`src/ooo_cfg.svh`:
```
`ifndef OOO_CFG_SVH
`define OOO_CFG_SVH

// Data and address width
`define OOO_XLEN 32

// Architectural registers
`define OOO_NREGS 32

// Completion buffer entries, power of two
`define OOO_CB_DEPTH 8

// Counters in the branch history table, power of two
`define OOO_BHT_ENTRIES 16

`endif

```
`src/ooo_types_pkg.sv`:
```
`include "ooo_cfg.svh"

package ooo_types_pkg;

  typedef logic [`OOO_XLEN-1:0]              word_t;     // Data or address
  typedef logic [$clog2(`OOO_NREGS)-1:0]     reg_idx_t;  // Architectural register
  typedef logic [$clog2(`OOO_CB_DEPTH)-1:0]  cb_idx_t;   // Completion buffer slot
  typedef logic [1:0]                        bht_ctr_t;  // Saturating counter

  // Kind of result coming back on the writeback lane
  typedef enum logic [2:0] {
    RK_ALU,
    RK_LOAD,
    RK_STORE,
    RK_JUMP,
    RK_BRANCH
  } result_kind_t;

  // Encodings match mcause, EXC_NONE sits outside that range
  typedef enum logic [3:0] {
    EXC_NONE      = 4'd15,
    EXC_MAL_INSN  = 4'd0,
    EXC_MAL_LOAD  = 4'd4,
    EXC_MAL_STORE = 4'd6
  } exc_cause_t;

  typedef enum logic {
    CB_RUN,
    CB_FLUSH
  } cb_state_t;

endpackage

```
`src/commit_wb_if.sv`:
```
`timescale 1ns/1ns

interface commit_wb_if import ooo_types_pkg::*; ();

  logic       wen;         // Write one buffer entry
  cb_idx_t    index;
  word_t      wdata;
  reg_idx_t   rd;
  exc_cause_t exc_cause;   // EXC_NONE when clean
  word_t      badaddr;
  logic       mispredict;
  word_t      redirect;    // Correct next PC of a branch
  logic       flush;       // Buffer is discarding, drop results

  modport stage (
    output wen, index, wdata, rd, exc_cause, badaddr, mispredict, redirect,
    input  flush
  );

  modport buffer (
    input  wen, index, wdata, rd, exc_cause, badaddr, mispredict, redirect,
    output flush
  );

endinterface

```
`src/ooo_commit_stage.sv`:
```
`timescale 1ns/1ns

module ooo_commit_stage import ooo_types_pkg::*; (
  input  logic         CLK,
  input  logic         nRST,
  input  logic         res_valid,
  input  cb_idx_t      res_index,
  input  result_kind_t res_kind,
  input  word_t        res_pc,
  input  word_t        res_wdata,
  input  word_t        res_addr,
  input  reg_idx_t     res_rd,
  input  logic         res_taken,
  input  logic         res_pred,
  commit_wb_if.stage   wb,
  output logic         upd_valid,
  output word_t        upd_pc,
  output logic         upd_taken
);

  logic       accept;
  logic       addr_mis;
  logic       is_branch;
  logic       mispredict;
  exc_cause_t cause;
  word_t      redirect;

  assign accept    = res_valid && !wb.flush;      // Results during a flush are lost
  assign addr_mis  = (res_addr[1:0] != 2'b00);
  assign is_branch = (res_kind == RK_BRANCH);

  // Memory address for load/store, target for jump/branch
  always_comb begin
    cause = EXC_NONE;
    if (addr_mis) begin
      case (res_kind)
        RK_LOAD:   cause = EXC_MAL_LOAD;
        RK_STORE:  cause = EXC_MAL_STORE;
        RK_JUMP:   cause = EXC_MAL_INSN;
        RK_BRANCH: begin
          if (res_taken) begin
            cause = EXC_MAL_INSN;       // Not-taken target is never fetched
          end
        end
        default:   cause = EXC_NONE;
      endcase
    end
  end

  assign mispredict = is_branch && (res_taken != res_pred);
  assign redirect   = res_taken ? res_addr : res_pc + 32'd4;

  always_ff @(posedge CLK, negedge nRST) begin
    if (!nRST) begin
      wb.wen    <= 1'b0;
      upd_valid <= 1'b0;
    end else begin
      wb.wen    <= accept;
      upd_valid <= accept && is_branch;   // Train on every resolved branch
    end
  end

  // Payload, qualified by the registered valids
  always_ff @(posedge CLK) begin
    if (accept) begin
      wb.index      <= res_index;
      wb.wdata      <= res_wdata;
      wb.rd         <= res_rd;
      wb.exc_cause  <= cause;
      wb.badaddr    <= res_addr;
      wb.mispredict <= mispredict;
      wb.redirect   <= redirect;
      upd_pc        <= res_pc;
      upd_taken     <= res_taken;
    end
  end

endmodule

```
`src/completion_buffer.sv`:
```
`timescale 1ns/1ns
`include "ooo_cfg.svh"

module completion_buffer import ooo_types_pkg::*; (
  input  logic        CLK,
  input  logic        nRST,
  input  logic        alloc_valid,
  input  word_t       alloc_pc,
  output cb_idx_t     alloc_index,
  commit_wb_if.buffer wb,
  output logic        retire_valid,
  output logic        reg_wen,
  output reg_idx_t    reg_waddr,
  output word_t       reg_wdata,
  output logic        exc_valid,
  output exc_cause_t  exc_cause,
  output word_t       exc_epc,
  output word_t       exc_badaddr,
  output logic        redirect_valid,
  output word_t       redirect_pc,
  output logic        flush,
  output logic        credit_return
);

  localparam int DEPTH = `OOO_CB_DEPTH;
  localparam int CNT_W = $clog2(DEPTH) + 1;

  cb_state_t        state_q;
  cb_idx_t          head_q;
  cb_idx_t          tail_q;
  logic [CNT_W-1:0] count_q;
  logic [CNT_W-1:0] count_d;
  logic [DEPTH-1:0] done_q;     // Result has arrived

  word_t      pc_mem       [DEPTH];
  word_t      wdata_mem    [DEPTH];
  reg_idx_t   rd_mem       [DEPTH];
  exc_cause_t cause_mem    [DEPTH];
  word_t      badaddr_mem  [DEPTH];
  logic       fault_mem    [DEPTH];
  logic       mispred_mem  [DEPTH];
  word_t      redirect_mem [DEPTH];

  logic running;
  logic alloc_fire;
  logic write_fire;
  logic head_fault;
  logic head_mispred;

  assign running    = (state_q == CB_RUN);
  assign alloc_fire = alloc_valid && running;
  assign write_fire = wb.wen && running;

  assign alloc_index = tail_q;

  // Head entry drives every retirement output
  assign head_fault   = fault_mem[head_q];
  assign head_mispred = mispred_mem[head_q];

  assign retire_valid   = running && (count_q != '0) && done_q[head_q];
  assign exc_valid      = retire_valid && head_fault;
  assign redirect_valid = retire_valid && !head_fault && head_mispred;
  assign credit_return  = retire_valid && !head_fault && !head_mispred;
  assign reg_wen        = credit_return && (rd_mem[head_q] != '0);

  assign reg_waddr   = rd_mem[head_q];
  assign reg_wdata   = wdata_mem[head_q];
  assign exc_cause   = cause_mem[head_q];
  assign exc_epc     = pc_mem[head_q];
  assign exc_badaddr = badaddr_mem[head_q];
  assign redirect_pc = redirect_mem[head_q];

  assign flush    = (state_q == CB_FLUSH);
  assign wb.flush = flush;

  always_comb begin
    count_d = count_q;
    if (alloc_fire && !retire_valid) begin
      count_d = count_q + 1'b1;
    end else if (!alloc_fire && retire_valid) begin
      count_d = count_q - 1'b1;
    end
  end

  always_ff @(posedge CLK, negedge nRST) begin
    if (!nRST) begin
      state_q <= CB_RUN;
      head_q  <= '0;
      tail_q  <= '0;
      count_q <= '0;
      done_q  <= '0;
    end else if (state_q == CB_FLUSH) begin
      state_q <= CB_RUN;                // Drop every entry, credits back to full
      head_q  <= '0;
      tail_q  <= '0;
      count_q <= '0;
      done_q  <= '0;
    end else begin
      if (exc_valid || redirect_valid) begin
        state_q <= CB_FLUSH;
      end
      if (alloc_fire) begin
        tail_q         <= tail_q + 1'b1;
        done_q[tail_q] <= 1'b0;
      end
      if (write_fire) begin
        done_q[wb.index] <= 1'b1;
      end
      if (retire_valid) begin
        head_q <= head_q + 1'b1;
      end
      count_q <= count_d;
    end
  end

  // Entry storage
  always_ff @(posedge CLK) begin
    if (alloc_fire) begin
      pc_mem[tail_q] <= alloc_pc;
    end
    if (write_fire) begin
      wdata_mem[wb.index]    <= wb.wdata;
      rd_mem[wb.index]       <= wb.rd;
      cause_mem[wb.index]    <= wb.exc_cause;
      badaddr_mem[wb.index]  <= wb.badaddr;
      fault_mem[wb.index]    <= (wb.exc_cause != EXC_NONE);
      mispred_mem[wb.index]  <= wb.mispredict;
      redirect_mem[wb.index] <= wb.redirect;
    end
  end

endmodule

```
`src/bimodal_predictor.sv`:
```
`timescale 1ns/1ns
`include "ooo_cfg.svh"

module bimodal_predictor import ooo_types_pkg::*; (
  input  logic  CLK,
  input  logic  nRST,
  input  logic  upd_valid,
  input  word_t upd_pc,
  input  logic  upd_taken,
  input  word_t lookup_pc,
  output logic  lookup_taken
);

  localparam int ENTRIES = `OOO_BHT_ENTRIES;
  localparam int IDX_W   = $clog2(ENTRIES);

  bht_ctr_t         ctr_q [ENTRIES];
  logic [IDX_W-1:0] upd_idx;
  logic [IDX_W-1:0] lookup_idx;
  bht_ctr_t         upd_ctr;

  // Word-aligned PCs, so skip bits 1:0
  assign upd_idx    = upd_pc[IDX_W+1:2];
  assign lookup_idx = lookup_pc[IDX_W+1:2];

  assign lookup_taken = ctr_q[lookup_idx][1];   // Upper half predicts taken
  assign upd_ctr      = ctr_q[upd_idx];

  always_ff @(posedge CLK, negedge nRST) begin
    if (!nRST) begin
      for (int i = 0; i < ENTRIES; i++) begin
        ctr_q[i] <= 2'b01;                      // Weakly not-taken
      end
    end else if (upd_valid) begin
      if (upd_taken) begin
        if (upd_ctr != 2'b11) begin
          ctr_q[upd_idx] <= upd_ctr + 1'b1;
        end
      end else begin
        if (upd_ctr != 2'b00) begin
          ctr_q[upd_idx] <= upd_ctr - 1'b1;
        end
      end
    end
  end

endmodule

```
`src/ooo_backend_top.sv`:
```
`timescale 1ns/1ns

module ooo_backend_top import ooo_types_pkg::*; (
  input  logic         CLK,
  input  logic         nRST,
  input  logic         alloc_valid,
  input  word_t        alloc_pc,
  output cb_idx_t      alloc_index,
  input  logic         res_valid,
  input  cb_idx_t      res_index,
  input  result_kind_t res_kind,
  input  word_t        res_pc,
  input  word_t        res_wdata,
  input  word_t        res_addr,
  input  reg_idx_t     res_rd,
  input  logic         res_taken,
  input  logic         res_pred,
  input  word_t        lookup_pc,
  output logic         lookup_taken,
  output logic         retire_valid,
  output logic         reg_wen,
  output reg_idx_t     reg_waddr,
  output word_t        reg_wdata,
  output logic         exc_valid,
  output exc_cause_t   exc_cause,
  output word_t        exc_epc,
  output word_t        exc_badaddr,
  output logic         redirect_valid,
  output word_t        redirect_pc,
  output logic         flush,
  output logic         credit_return
);

  logic  upd_valid;
  word_t upd_pc;
  logic  upd_taken;

  commit_wb_if wb_if ();

  ooo_commit_stage commit_inst (
    .CLK       (CLK),
    .nRST      (nRST),
    .res_valid (res_valid),
    .res_index (res_index),
    .res_kind  (res_kind),
    .res_pc    (res_pc),
    .res_wdata (res_wdata),
    .res_addr  (res_addr),
    .res_rd    (res_rd),
    .res_taken (res_taken),
    .res_pred  (res_pred),
    .wb        (wb_if),
    .upd_valid (upd_valid),
    .upd_pc    (upd_pc),
    .upd_taken (upd_taken)
  );

  completion_buffer cb_inst (
    .CLK            (CLK),
    .nRST           (nRST),
    .alloc_valid    (alloc_valid),
    .alloc_pc       (alloc_pc),
    .alloc_index    (alloc_index),
    .wb             (wb_if),
    .retire_valid   (retire_valid),
    .reg_wen        (reg_wen),
    .reg_waddr      (reg_waddr),
    .reg_wdata      (reg_wdata),
    .exc_valid      (exc_valid),
    .exc_cause      (exc_cause),
    .exc_epc        (exc_epc),
    .exc_badaddr    (exc_badaddr),
    .redirect_valid (redirect_valid),
    .redirect_pc    (redirect_pc),
    .flush          (flush),
    .credit_return  (credit_return)
  );

  bimodal_predictor bht_inst (
    .CLK          (CLK),
    .nRST         (nRST),
    .upd_valid    (upd_valid),
    .upd_pc       (upd_pc),
    .upd_taken    (upd_taken),
    .lookup_pc    (lookup_pc),
    .lookup_taken (lookup_taken)
  );

endmodule

```
`config.mk`:
```
export PLATFORM = sky130hd
export DESIGN_NAME = ooo_backend_top
export DESIGN_NICKNAME = d
export VERILOG_FILES = /design/src/ooo_types_pkg.sv /design/src/commit_wb_if.sv /design/src/ooo_commit_stage.sv /design/src/completion_buffer.sv /design/src/bimodal_predictor.sv /design/src/ooo_backend_top.sv
export VERILOG_INCLUDE_DIRS = /design/src
export SDC_FILE = /design/constraint.sdc
export NUM_CORES = 1
export LEC_CHECK = 0
export ABC_AREA = 1
export BUFFER_PORTS_ARGS = -buffer_cell sky130_fd_sc_hd__buf_2
export CAP_MARGIN = 40
export CORE_MARGIN = 2
export CORE_UTILIZATION = 35
export DETAILED_ROUTE_END_ITERATION = 12
export PLACE_DENSITY = 0.62
export REMOVE_ABC_BUFFERS = 1
export SLEW_MARGIN = 20
export SYNTH_ARGS = -nofsm -noshare
export SYNTH_HDL_FRONTEND = slang
export SYNTH_SLANG_ARGS = --single-unit
```
`constraint.sdc`:
```
create_clock -name CLK -period 9.2 [get_ports CLK]
set_clock_uncertainty 0.2 [all_clocks]
set_input_delay 0.46 -clock CLK [delete_from_list [all_inputs] [get_ports CLK]]
set_output_delay 0.46 -clock CLK [all_outputs]
set_load 0.01 [all_outputs]
```
---- Yosys cells after proc, flatten, opt, wreduce, memory -nomap -nowiden ----
Memory sizes are Yosys's and may differ from the RTL's.
Index checks and enable logic that the tools add are counted.
operators by class
  equal/unequal tests ..................... 8
  multiplexer cells ....................... 39
  reductions and logical operators ........ 32
  add/sub/neg operators ................... 7
  order comparisons ....................... 8
  bitwise operators ....................... 6
operator list
  operator               count
  $mux 32                4
  $bwmux 32              2
  $add 32x3->32 const B  1
  $mux 8                 4
  $logic_and 1x1->1      17
  $bmux 2 s4             2
  $mux 4                 4
  $pmux 4 s4             1
  $lt 3x4->1 const B     3
  $mux 3                 4
  $ge 5x5->1 const B     2
  $mux 2                 5
  $not 4->5              2
  $reduce_bool 2->1      5
  $mux 1                 9
  $and 8x8->8            1
  $demux 2 s4            1
  $not 8->8              1
  $or 8x8->8             1
  $add 3x1->3 const B    2
  $demux 1 s3            2
  $eq 3x2->1 const B     2
  $ge 3x1->1 const B     2
  $logic_not 1->1        5
  18 further kinds       18
storage, ports and cells
  memories kept ........................... 8
  RAM bits ................................ 1112
  output and inout bits ................... 147
  input port bits ......................... 177
  logic and storage cells ................. 140
  flip-flop bits (word level) ............. 169
memory list
  name                  depth  width  rd ports  clocked after memory_dff  write ports  line                     source
  cb_inst.badaddr_mem   8      32     1         0                         1            completion_buffer.sv:39  word_t badaddr_mem [DEPTH];
  cb_inst.pc_mem        8      32     1         0                         1            completion_buffer.sv:35  word_t pc_mem [DEPTH];
  cb_inst.redirect_mem  8      32     1         0                         1            completion_buffer.sv:42  word_t redirect_mem [DEPTH];
  cb_inst.wdata_mem     8      32     1         0                         1            completion_buffer.sv:36  word_t wdata_mem [DEPTH];
  cb_inst.rd_mem        8      5      1         0                         1            completion_buffer.sv:37  reg_idx_t rd_mem [DEPTH];
  cb_inst.cause_mem     8      4      1         0                         1            completion_buffer.sv:38  exc_cause_t cause_mem [DEPTH];
  +2 memories           -      -      -         -                         -            -

---- Longest topological paths before layout ----
  depth after elaboration ................. 11
  gate-level depth with buffers ........... 21
  depth with buffers taken out ............ 19

---- Modules after synthesis ----
A second synthesis with hierarchy kept.
unflattened totals
  cell total of the unflattened synthesis .. 4027
  area total of the unflattened synthesis .. 51333.0 um^2
modules (own cells, without submodules)
  module             seq. area each (um^2)  cells an instance  times used  area an instance (um^2)
  completion_buffer  33867.5                3311               1           43824.5
  ooo_commit_stage   4284.1                 436                1           5620.4
  bimodal_predictor  820.8                  280                1           1888.1

---- Worst setup path before layout ----
Ideal clock, no wire load.
  path type ............................... flip-flop to flip-flop
  start point ............................. reg cb_inst.state_q (netlist: cb_inst.flush)
  end point ............................... reg commit_inst.wb.wen
  data required time ...................... 8.369 ns
  arrival ................................. 5.427 ns
  path buffers ............................ 1
  stages on the path, launching flop included .. 3
  clock period less this slack ............ 6.258 ns
  setup slack ............................. 2.942 ns
  library setup time ...................... 0.631 ns
  path through ............................ dfrtp_1 -> clkbuf_1 -> nor2_1
on the way
  cells in the longest elaborated chain, start to end .. 2
ends and longest elaborated chain
  element                       line                      source
  start: declaration            completion_buffer.sv:28   cb_state_t state_q;
  start signal: assignment      completion_buffer.sv:87   state_q <= CB_RUN;
  start signal: assignment      completion_buffer.sv:93   state_q <= CB_RUN;
  start signal: assignment      completion_buffer.sv:100  state_q <= CB_FLUSH;
  $logic_not 1->1               ooo_commit_stage.sv:28    assign accept = res_valid && !wb.flush;
  $logic_and 1x1->1             ooo_commit_stage.sv:28
  named net commit_inst.accept  ooo_commit_stage.sv:21    logic accept;
  end signal: assignment        ooo_commit_stage.sv:58    wb.wen <= accept;
  end: declaration              commit_wb_if.sv:16        output wen, index, wdata, rd, exc_cause, badaddr, mispredict, redirect,
The timed path passes the listed nets, and every way through them passes these cells.
A chain may end at the register's enable or synchronous reset.

---- Final worst setup path ----
  start point ............................. reg cb_inst.head_q[0]
  end point ............................... out reg_wdata[1]
on the way
  cells in the longest elaborated chain, start to end .. 1
ends and longest elaborated chain
  element                   line                      source
  start: declaration        completion_buffer.sv:29   cb_idx_t head_q;
  start signal: assignment  completion_buffer.sv:110  head_q <= head_q + 1'b1;
  $mem_v2 8x32              -
  end: declaration          ooo_backend_top.sv:23     output word_t reg_wdata,
Every way passes these cells.

==> summary.txt <==
Outcome
  • Outcome: finished clean

Finish
  • Sequential standard cell area: 0.03790 mm2
  • Layout Cells excl Fill: 6416
  • Leading cell type in the layout, fill and taps excluded: edfxtp_1
  • Nets@finish: 4587
  • Most frequent cells in the layout: edfxtp_1, nand2_1, nor2_1
  • Number of fill cells: roughly 13k
  • Layout cells sized above 1: 0.1341
  • Area grow syn2layout: 19.54%
  • Multi-input logic area: 0.01078 mm2

GRT
  • Initial antenna violation count: 15
  • Vias in the first global route: 31.27k
  • All-Layer GR Usage: 0.1746
  • First-pass GRT wire length: 194100 um
  • Largest net degree at the start of global routing: 214
  • Total gr overflow: 0

Setup path
  • Crit path kind: flop to primary output
  • CP most frequent cell: buf_4
  • Worst path cell trace: buf_4, buf_4, buf_4, o21ai_0, o22ai_1, nand2_1, nand2_1, buf_2
  • CP max stage cell: dfrtp_4
  • Critical path required time: 8540 ps
  • Worst-path fanout max: 74
  • Crit path DAT: ~4300 ps
  • R2R Setup Slk: 5490 ps
  • CP peak stage delay: 950 ps
  • Worst Setup End Kind: primary output
  • Startpoint types: flop

Power and ir drop
  • P_leak: 21.13 nW
  • Total power draw: 0.01783 W
  • PD cells: between 200 and 300 mW/mm2
  • Peak supply drop: 0.0002254 V

Die
  • Height of the die: about 380 um
  • Starting Density: 0.3534
  • Die width: around 380 um
  • I/O pins: 324
  • Die footprint: 0.1462 mm2
  • # rows: 138
  • Core area: 0.1418 mm2

Synth
  • Seq cells post-synth: 1270
  • Mean area per synthesized cell: 12.57 um2
  • Sequential share of the synthesized area: 0.7564
  • Syn Inst Count: around 4k
  • Post-Syn Area: about 0.050 mm2
  • Yosys cell types: 38
  • Number of synthesized flops with an enable pin: around 1.2k
  • Synth Flop Type: edfxtp_1
  • Ys async rst share: 0.04173
  • Synth warn: 0

Drt
  • Vias: 32.30k
  • Initial drt markers: 2573
  • Final ANT Viol Nets: 0
  • DRC violation count after routing: 0
  • DR pass1 iterations: 5
  • Routed length per instance: slightly above 20 um
  • WL final: approximately 130000 um
  • Vias per cell: 5.035

Job
  • # Max-Cap Violations: 0

Clock network
  • # resized after CTS: 0
  • Clk slew on worst S/H paths: 60 ps
  • Cts bufs inserted: between 100 and 150
  • Hold bufs inserted after CTS: approximately 140
  • Clock H-tree levels: 4
  • Max clock buf depth: 3
  • Post-CTS setup buffers: 0
  • Clk_lat worst skew: 770 ps
  • Sink Count: 1270
  • Root buf cell: clkbuf_16
  • CTS tree: built

STA
  • Post-Route Setup TNS: 0 ps
  • FMAX: 202.4 MHz
  • Final number of hold-violating endpoints: 0
  • Period utilization: 0.5369
  • Post-route minimum period: around 4900 ps
  • Final slew viol count: 0
  • RSZ-0062 raised after global routing: false
  • Worst Hold Margin: 125.2 ps
  • Slew HR: 0.06382
  • Final setup viols: 0
  • Worst Tran Pin Value: roughly 1400 ps

Min path
  • Min-Delay Path Class: input pin to flop

Placed design
  • Inst Count DP: roughly 6k
  • Port Buf Inserts: roughly 300
  • HPWL Detailed: between 70000 and 80000 um
  • GP Congestion: approximately 0.84
state kept, by name, indices dropped and copies added, names as in the netlist, 3 cells and up:
name / count
bht_inst.ctr_q: 32
cb_inst.alloc_index: 3
cb_inst.badaddr_mem: 256
cb_inst.cause_mem: 24
cb_inst.count_q: 4
cb_inst.done_q: 8
cb_inst.fault_mem: 8
cb_inst.head_q: 3
cb_inst.mispred_mem: 8
cb_inst.pc_mem: 256
cb_inst.rd_mem: 40
cb_inst.redirect_mem: 256
cb_inst.wdata_mem: 256
commit_inst.upd_pc: 4
commit_inst.wb.badaddr: 32
commit_inst.wb.exc_cause: 3
commit_inst.wb.index: 3
commit_inst.wb.rd: 5
commit_inst.wb.redirect: 32
commit_inst.wb.wdata: 32
per-layer routing:
metal / global-route usage / wire length (um)
met5: 0 / 66
met3: 0.03267 / 7630
met2: 0.2935 / 64220
met4: 0.05679 / 3175
met1: 0.2278 / 55030
layout make-up:
class                   count  area share
diodes                     13   0.0005432
clock buffers             174     0.06061
clock inverters            78     0.01450
inverters                 120    0.007856
multi-input cells        2365      0.1801
flip-flops and latches   1270      0.6329
well taps                1890     0.03949
repair buffers            506     0.06406
final timing paths:
kind | startpoint | to | cells past startpoint
worst min-delay path | res_pc[26] | commit_inst.wb.redirect[26] | 5
max in group asynchronous | nRST | bht_inst.ctr_q[12] | 5
worst min register to register | bht_inst.ctr_q[10] | bht_inst.ctr_q[10] | 2
worst max register to register | cb_inst.head_q[0] | cb_inst.count_q[3] | 14
min in group asynchronous | nRST | bht_inst.ctr_q[25] | 4
worst max-delay path | cb_inst.head_q[0] | reg_wdata[1] | 8
cells in the mapped netlist (2+ instances only):
cell,count,area [um2]
a21oi_1,20,100.1
inv_2,2,7.510
nor3_1,2,10.01
nand3_2,2,20.02
xnor2_1,9,78.83
nor2_4,2,22.52
buf_2,73,365.4
o21bai_1,5,37.54
xor2_1,7,61.31
edfxtp_1,1217,36550
o21ai_0,592,2963
clkbuf_1,119,446.7
o21ai_1,7,35.03
nand3_1,63,315.3
nand2_1,736,2763
buf_6,6,67.56
clkinv_1,2,7.510
buf_1,16,60.06
dfstp_2,16,420.4
buf_4,16,120.1
nor2_1,621,2331
dfrtp_1,37,925.9
inv_1,116,435.4
nand3b_1,6,45.04
o211ai_1,4,30.03
nand4_1,8,50.05
ha_1,8,100.1
o22ai_1,263,1645
stage by stage:
stage | cell area (um2) | setup WS, ps | util
3_3_place_gp | 53380 | 4455 | 0.3766
3_5_place_dp | 53820 | 4417 | 0.3797
5_1_grt | 59880 | 3956 | 0.4224
6_report | 59890 | 4260 | 0.4225
4_1_cts | 59760 | 3540 | 0.4216
2_1_floorplan | 49040 | -11430 | -
worst max-delay path, delay by kind of cell (launching register included):
kind	cells	cell delay, ps
buf+inv	4	1790
flops	1	950
simple gates	2	230
compound gates	2	420
cells by family after synthesis:
family / Yosys count / synth area share
AO/OA/AOI/OAI: 895 / 0.09666
XOR/XNOR: 16 / 0.002797
adder cells (fa/ha/maj): 9 / 0.002398
buffers and inverters: 350 / 0.03015
flip-flops: 1270 / 0.7564
AND/OR/NAND/NOR: 1445 / 0.1116
power breakdown:
| part | total (W) | switching, W | internal, W |
|---|---|---|---|
| Sequential | 0.00723 | 0.000309 | 0.00692 |
| Combinational | 0.00519 | 0.00359 | 0.00159 |
| Clock | 0.00542 | 0.00230 | 0.00312 |
| Total | 0.0178 | 0.00620 | 0.0116 |
(Power assumes the default switching activity.)
